## config.mk

```make
export PLATFORM = sky130hd
export DESIGN_NAME = axi_read_arbiter
export DESIGN_NICKNAME = d
export VERILOG_FILES = /design/src/source/axi_mem_pkg.sv /design/src/source/axi_read_arbiter.sv
export SDC_FILE = /design/constraint.sdc
export NUM_CORES = 1
export LEC_CHECK = 0
export BUFFER_PORTS_ARGS = -buffer_cell sky130_fd_sc_hd__buf_2
export CORE_AREA = 2 2 130 132
export CTS_CLUSTER_DIAMETER = 150
export DETAILED_ROUTE_END_ITERATION = 10
export DIE_AREA = 0 0 132 134
export MAX_ROUTING_LAYER = met4
export PLACE_DENSITY = 0.44
export SLEW_MARGIN = 10
export SYNTH_ARGS = -nofsm -noshare
export SYNTH_HDL_FRONTEND = slang
export SYNTH_SLANG_ARGS = --single-unit
```

## constraint.sdc

```tcl
create_clock -name clk -period 1.4 [get_ports clk]
set_input_delay 0.07 -clock clk [delete_from_list [all_inputs] [get_ports clk]]
set_output_delay 0.07 -clock clk [all_outputs]
set_load 0.05 [all_outputs]
```

## src/source/axi_mem_pkg.sv

```systemverilog
//~~~~~~~~~~~~~~~~~~~~~~~~~~~~~~~~~~~~~~~~~~~~~~~~~~~~~~~~~~~~~~~~~~~~~~~~~~
// shared widths, memory map and response codes for the memory subsystem
// imported by the array, both burst engines, the arbiter and the top level
//~~~~~~~~~~~~~~~~~~~~~~~~~~~~~~~~~~~~~~~~~~~~~~~~~~~~~~~~~~~~~~~~~~~~~~~~~~
`default_nettype none

package axi_mem_pkg;

   // payload widths
   typedef logic [31:0] addr_t;   // byte address
   typedef logic [63:0] data_t;   // one beat
   typedef logic [7:0]  strb_t;   // one bit per byte lane
   typedef logic [7:0]  len_t;    // beats minus one
   typedef logic [1:0]  resp_t;

   // memory window
   localparam addr_t       MEM_BASE  = 32'h8000_0000;
   localparam int unsigned MEM_WORDS = 1024;
   localparam int unsigned MEM_IDX_W = 10;

   typedef logic [MEM_IDX_W-1:0] word_idx_t;

   // response codes
   localparam resp_t RESP_OKAY   = 2'b00;
   localparam resp_t RESP_SLVERR = 2'b10;

   // read engine states
   typedef enum logic [1:0] {
      rd_idle,    // waiting for AR
      rd_fetch,   // array read in flight
      rd_send     // beat on R
   } read_state_t;

   // write engine states
   typedef enum logic [1:0] {
      wr_idle,    // waiting for AW
      wr_data,    // taking W beats
      wr_resp     // B pending
   } write_state_t;

endpackage

`default_nettype wire

```

## src/source/axi_read_arbiter.sv

```systemverilog
//~~~~~~~~~~~~~~~~~~~~~~~~~~~~~~~~~~~~~~~~~~~~~~~~~~~~~~~~~~~~~~~~~~~~~~~~~~
// two-master read arbiter, round robin, grant held for a whole burst
// adds no latency, AR and R are muxed straight through
//~~~~~~~~~~~~~~~~~~~~~~~~~~~~~~~~~~~~~~~~~~~~~~~~~~~~~~~~~~~~~~~~~~~~~~~~~~
`default_nettype none

module axi_read_arbiter
   import axi_mem_pkg::*;
(
   input  logic  clk,
   input  logic  rst,
   // master 0
   input  addr_t m0_araddr,
   input  len_t  m0_arlen,
   input  logic  m0_arvalid,
   output logic  m0_arready,
   output data_t m0_rdata,
   output resp_t m0_rresp,
   output logic  m0_rlast,
   output logic  m0_rvalid,
   input  logic  m0_rready,
   // master 1
   input  addr_t m1_araddr,
   input  len_t  m1_arlen,
   input  logic  m1_arvalid,
   output logic  m1_arready,
   output data_t m1_rdata,
   output resp_t m1_rresp,
   output logic  m1_rlast,
   output logic  m1_rvalid,
   input  logic  m1_rready,
   // toward the slave
   output addr_t s_araddr,
   output len_t  s_arlen,
   output logic  s_arvalid,
   input  logic  s_arready,
   input  data_t s_rdata,
   input  resp_t s_rresp,
   input  logic  s_rlast,
   input  logic  s_rvalid,
   output logic  s_rready
);

   logic busy;       // a burst owns the channel
   logic grant;      // 0 = m0, 1 = m1
   logic last_win;   // winner of the previous AR
   logic winner;
   logic sel;

   // m1 wins if alone, or if both ask and m0 had the last turn
   assign winner = m1_arvalid && (!m0_arvalid || !last_win);
   assign sel    = busy ? grant : winner;

   always_ff @(posedge clk) begin
      if (rst) begin
         busy     <= 1'b0;
         grant    <= 1'b0;
         last_win <= 1'b1;   // m0 first
      end else if (!busy) begin
         if (s_arvalid && s_arready) begin
            busy     <= 1'b1;
            grant    <= winner;
            last_win <= winner;
         end
      end else if (s_rvalid && s_rready && s_rlast) begin
         busy <= 1'b0;
      end
   end

   // AR path, only while idle
   assign s_araddr   = sel ? m1_araddr : m0_araddr;
   assign s_arlen    = sel ? m1_arlen : m0_arlen;
   assign s_arvalid  = !busy && (sel ? m1_arvalid : m0_arvalid);
   assign m0_arready = !busy && !sel && m0_arvalid && s_arready;
   assign m1_arready = !busy && sel && m1_arvalid && s_arready;

   // R path, payload shared, handshake steered by grant
   assign m0_rdata  = s_rdata;
   assign m0_rresp  = s_rresp;
   assign m0_rlast  = s_rlast;
   assign m1_rdata  = s_rdata;
   assign m1_rresp  = s_rresp;
   assign m1_rlast  = s_rlast;
   assign m0_rvalid = busy && !grant && s_rvalid;
   assign m1_rvalid = busy && grant && s_rvalid;
   assign s_rready  = busy && (grant ? m1_rready : m0_rready);

endmodule

`default_nettype wire

```

==> impl_results.md <==
* Initial antenna violation count at 1
* Placement Rows at 47
* WHS Endpoint: busy
* CTS Hold Bufs at 0
* Synth-to-layout area growth at 34.3%
* H-tree Lvls at 1
* Final setup fails at 41
* Commonest non-fill, non-tap cell in the layout: buf_2
* # DRC at 0
* Violated checks: negative setup slack
* WHS Path Cells at 2
* Status: finished, violations left
* Die extent in x at 132 um
* Area contributors post-synth: buf_4, mux2_2, mux2_1
* Critical Path, Cell by Cell: and2b_1 -> a22oi_4 -> buf_4 -> buf_12 -> mux2_2 -> buf_6
* Clock tree buffer depth at 2
* R2R Setup Slk at 0.08 ns
* Seq/Total Area, Yosys at 3.49%
* Maximum vdd drop at 0.236 mV
* Drt wl/cell at 12.8 um
* Port bufs at 136
* Post-synthesis async set-or-reset flop share at 0%
* Number of max-cap violations at 0
* Final nets at 377
* Ports at 335
* Filler cells at 1861
* Critical path's slowest cell: mux2_2
* Layout cells sized above 1 at 91.4%
* Final min period at 1.78 ns
* Detailed Route WL at 5.65 mm
* Worst-path clk slew at 0.03 ns
* Crit Path Max Fanout at 10
* Netlist cell types at 24
* Place WS at -0.191 ns
* Rel. slew slack at 84.0%
* DP Area at 1700 sq um
* CTS tree: yes
* 1st-pass router iterations at 4
* Dpl hpwl at 4.22 mm
* CTS sink cnt at 3
* Worst reg2reg path depth at 5
* Via density at 2.88
* Startpoint Class: flip-flop
* Tcrit/Tclk final at 127%
* Worst hold path type: in2reg
* Total Neg Setup Slack at -13.95 ns
* Critical path arrival at 1.71 ns
* Later-pin clock latency in the skew report at 0.22 ns
* Most frequent cells in the layout: buf_2, buf_6, mux2_2
* Die Height at 134 um
* Largest net degree at the start of global routing at 11
* Grt ovf at 0
* Family with the most delay on the worst path: buffers and inverters
* RSZ-0062 raised after global routing: yes
* Iteration-0 DRC Markers at 30
* Fin Clk Skew at 0.000362 ns
* PwrDens at 801 nW/um^2
* First-pass GRT wire length at 7.39 mm
* TritonCTS Buffers at 3
* Synthesized area at 1720 sq um
* Post-synth EDFFs at 0
* Power Total at 0.00185 W
* Setup CP Type: reg2out
* Final Hold Viols at 0
* Inst Count DP at 429
* Routability congestion estimate at 0.720
* Post-synthesis instance total at 204
* Vias in the first global route at 1295
* RR Startpoint: busy
* PnR worst setup slack at -0.377 ns
* Top cell type's share of synthesized area at 58.5%
* Hold_sp: rst
* Post-synthesis average cell area at 8.43 sq um
* Yosys warning count at 0
* Fmax at 0.563 GHz
* Reg2reg end: last_win
* Initial Util at 10.6%
* Slew @ Worst Pin at 0.237 ns
* Buf/Inv on CP at 3
* Top FF cell, synth: dfxtp_1
* Remaining antenna violation count after routing at 0
* Post-synth net total at 359
* Fin area at 2310 sq um
* DR vias at 1271
* CORE AREA at 16300 sq um
* P_leak at 1.14 nW
* Finished Layout Cells at 442
* Req. time, crit path at 1.33 ns
* #FFs+latches synth at 3
* GR Util All Layers at 5.75%
* Leading area contributor after synthesis: buf_4
* Final Max Slew Viols at 0
* Die area at 17700 sq um
* Slowest stage delay, CP at 0.35 ns
* Worst setup EP type: output pin
* Root buffer cell: clkbuf_16
[cells by family after synthesis]
| kind of cell | count (synthesis) | synth area share [%] |
|---|---|---|
| compound gates | 6 | 3.42 |
| buf+inv | 140 | 61.6 |
| flops | 3 | 3.49 |
| mux | 41 | 26.8 |
| simple gates | 14 | 4.73 |
[cell type report]
class	instances	area, sq um	area share [%]
clock buffer	4	78.8	3.41
timing repair buffer	152	1200	52.1
multi-input combinational	61	684	29.6
inverter	1	3.75	0.162
antenna	1	2.50	0.108
tap	220	275	11.9
sequential	3	61.3	2.65
[worst max-delay path by stage]
stage               startpoint      endpoint  depth (start not counted)
floorplan                 busy   s_araddr[0]                          4
finish                    busy  s_araddr[22]                          6
global placement          busy    s_arlen[6]                          5
CTS                       busy  s_araddr[28]                          6
detailed placement        busy    s_arlen[0]                          5
global route              busy  s_araddr[25]                          6
[sequential cells by signal, indices dropped and copies added (netlist names)]
| register | count |
|---|---|
| busy | 1 |
| grant | 1 |
| last_win | 1 |
[report_power, final]
group	switching, W	total [W]	internal, W	leakage, nW
Sequential	0.00000437	0.0000972	0.0000928	0.0250
Combinational	0.000707	0.00129	0.000587	1.08
Clock	0.0000838	0.000460	0.000376	0.0382
[Yosys cell counts (2+ instances only)]
library cell / number
buf_6: 4
mux2_1: 10
dfxtp_1: 3
buf_4: 134
nor2_1: 4
mux2_2: 30
nand2_1: 2
[layer usage]
layer | global-route usage (%) | vias up | routed length, um
met5 | - | - | 0
met2 | 8.36 | 109 | 2520
met3 | 3.51 | 49 | 780
met1 | 5.38 | 542 | 2000
met4 | 4.83 | 0 | 348
li1 | - | 571 | -
[per-stage QoR]
| step | hold slack (ns) | utilization (%) |
|---|---|---|
| 3_5_place_dp | 0.140 | 10.4 |
| 4_1_cts | 0.0577 | 13.5 |
| 2_1_floorplan | 0.142 | - |
| 3_3_place_gp | 0.140 | 10.4 |
| 5_1_grt | 0.0795 | 14.2 |
| 6_report | 0.0721 | 14.2 |
[what timing repair did]
action                     4_1_cts  5_1_grt
pin swaps                        1        0
gates resized for setup        112       30
gates cloned                     1        1
setup endpoints to repair       42       46
setup buffers                    4        4
(Power assumes the default switching activity.)
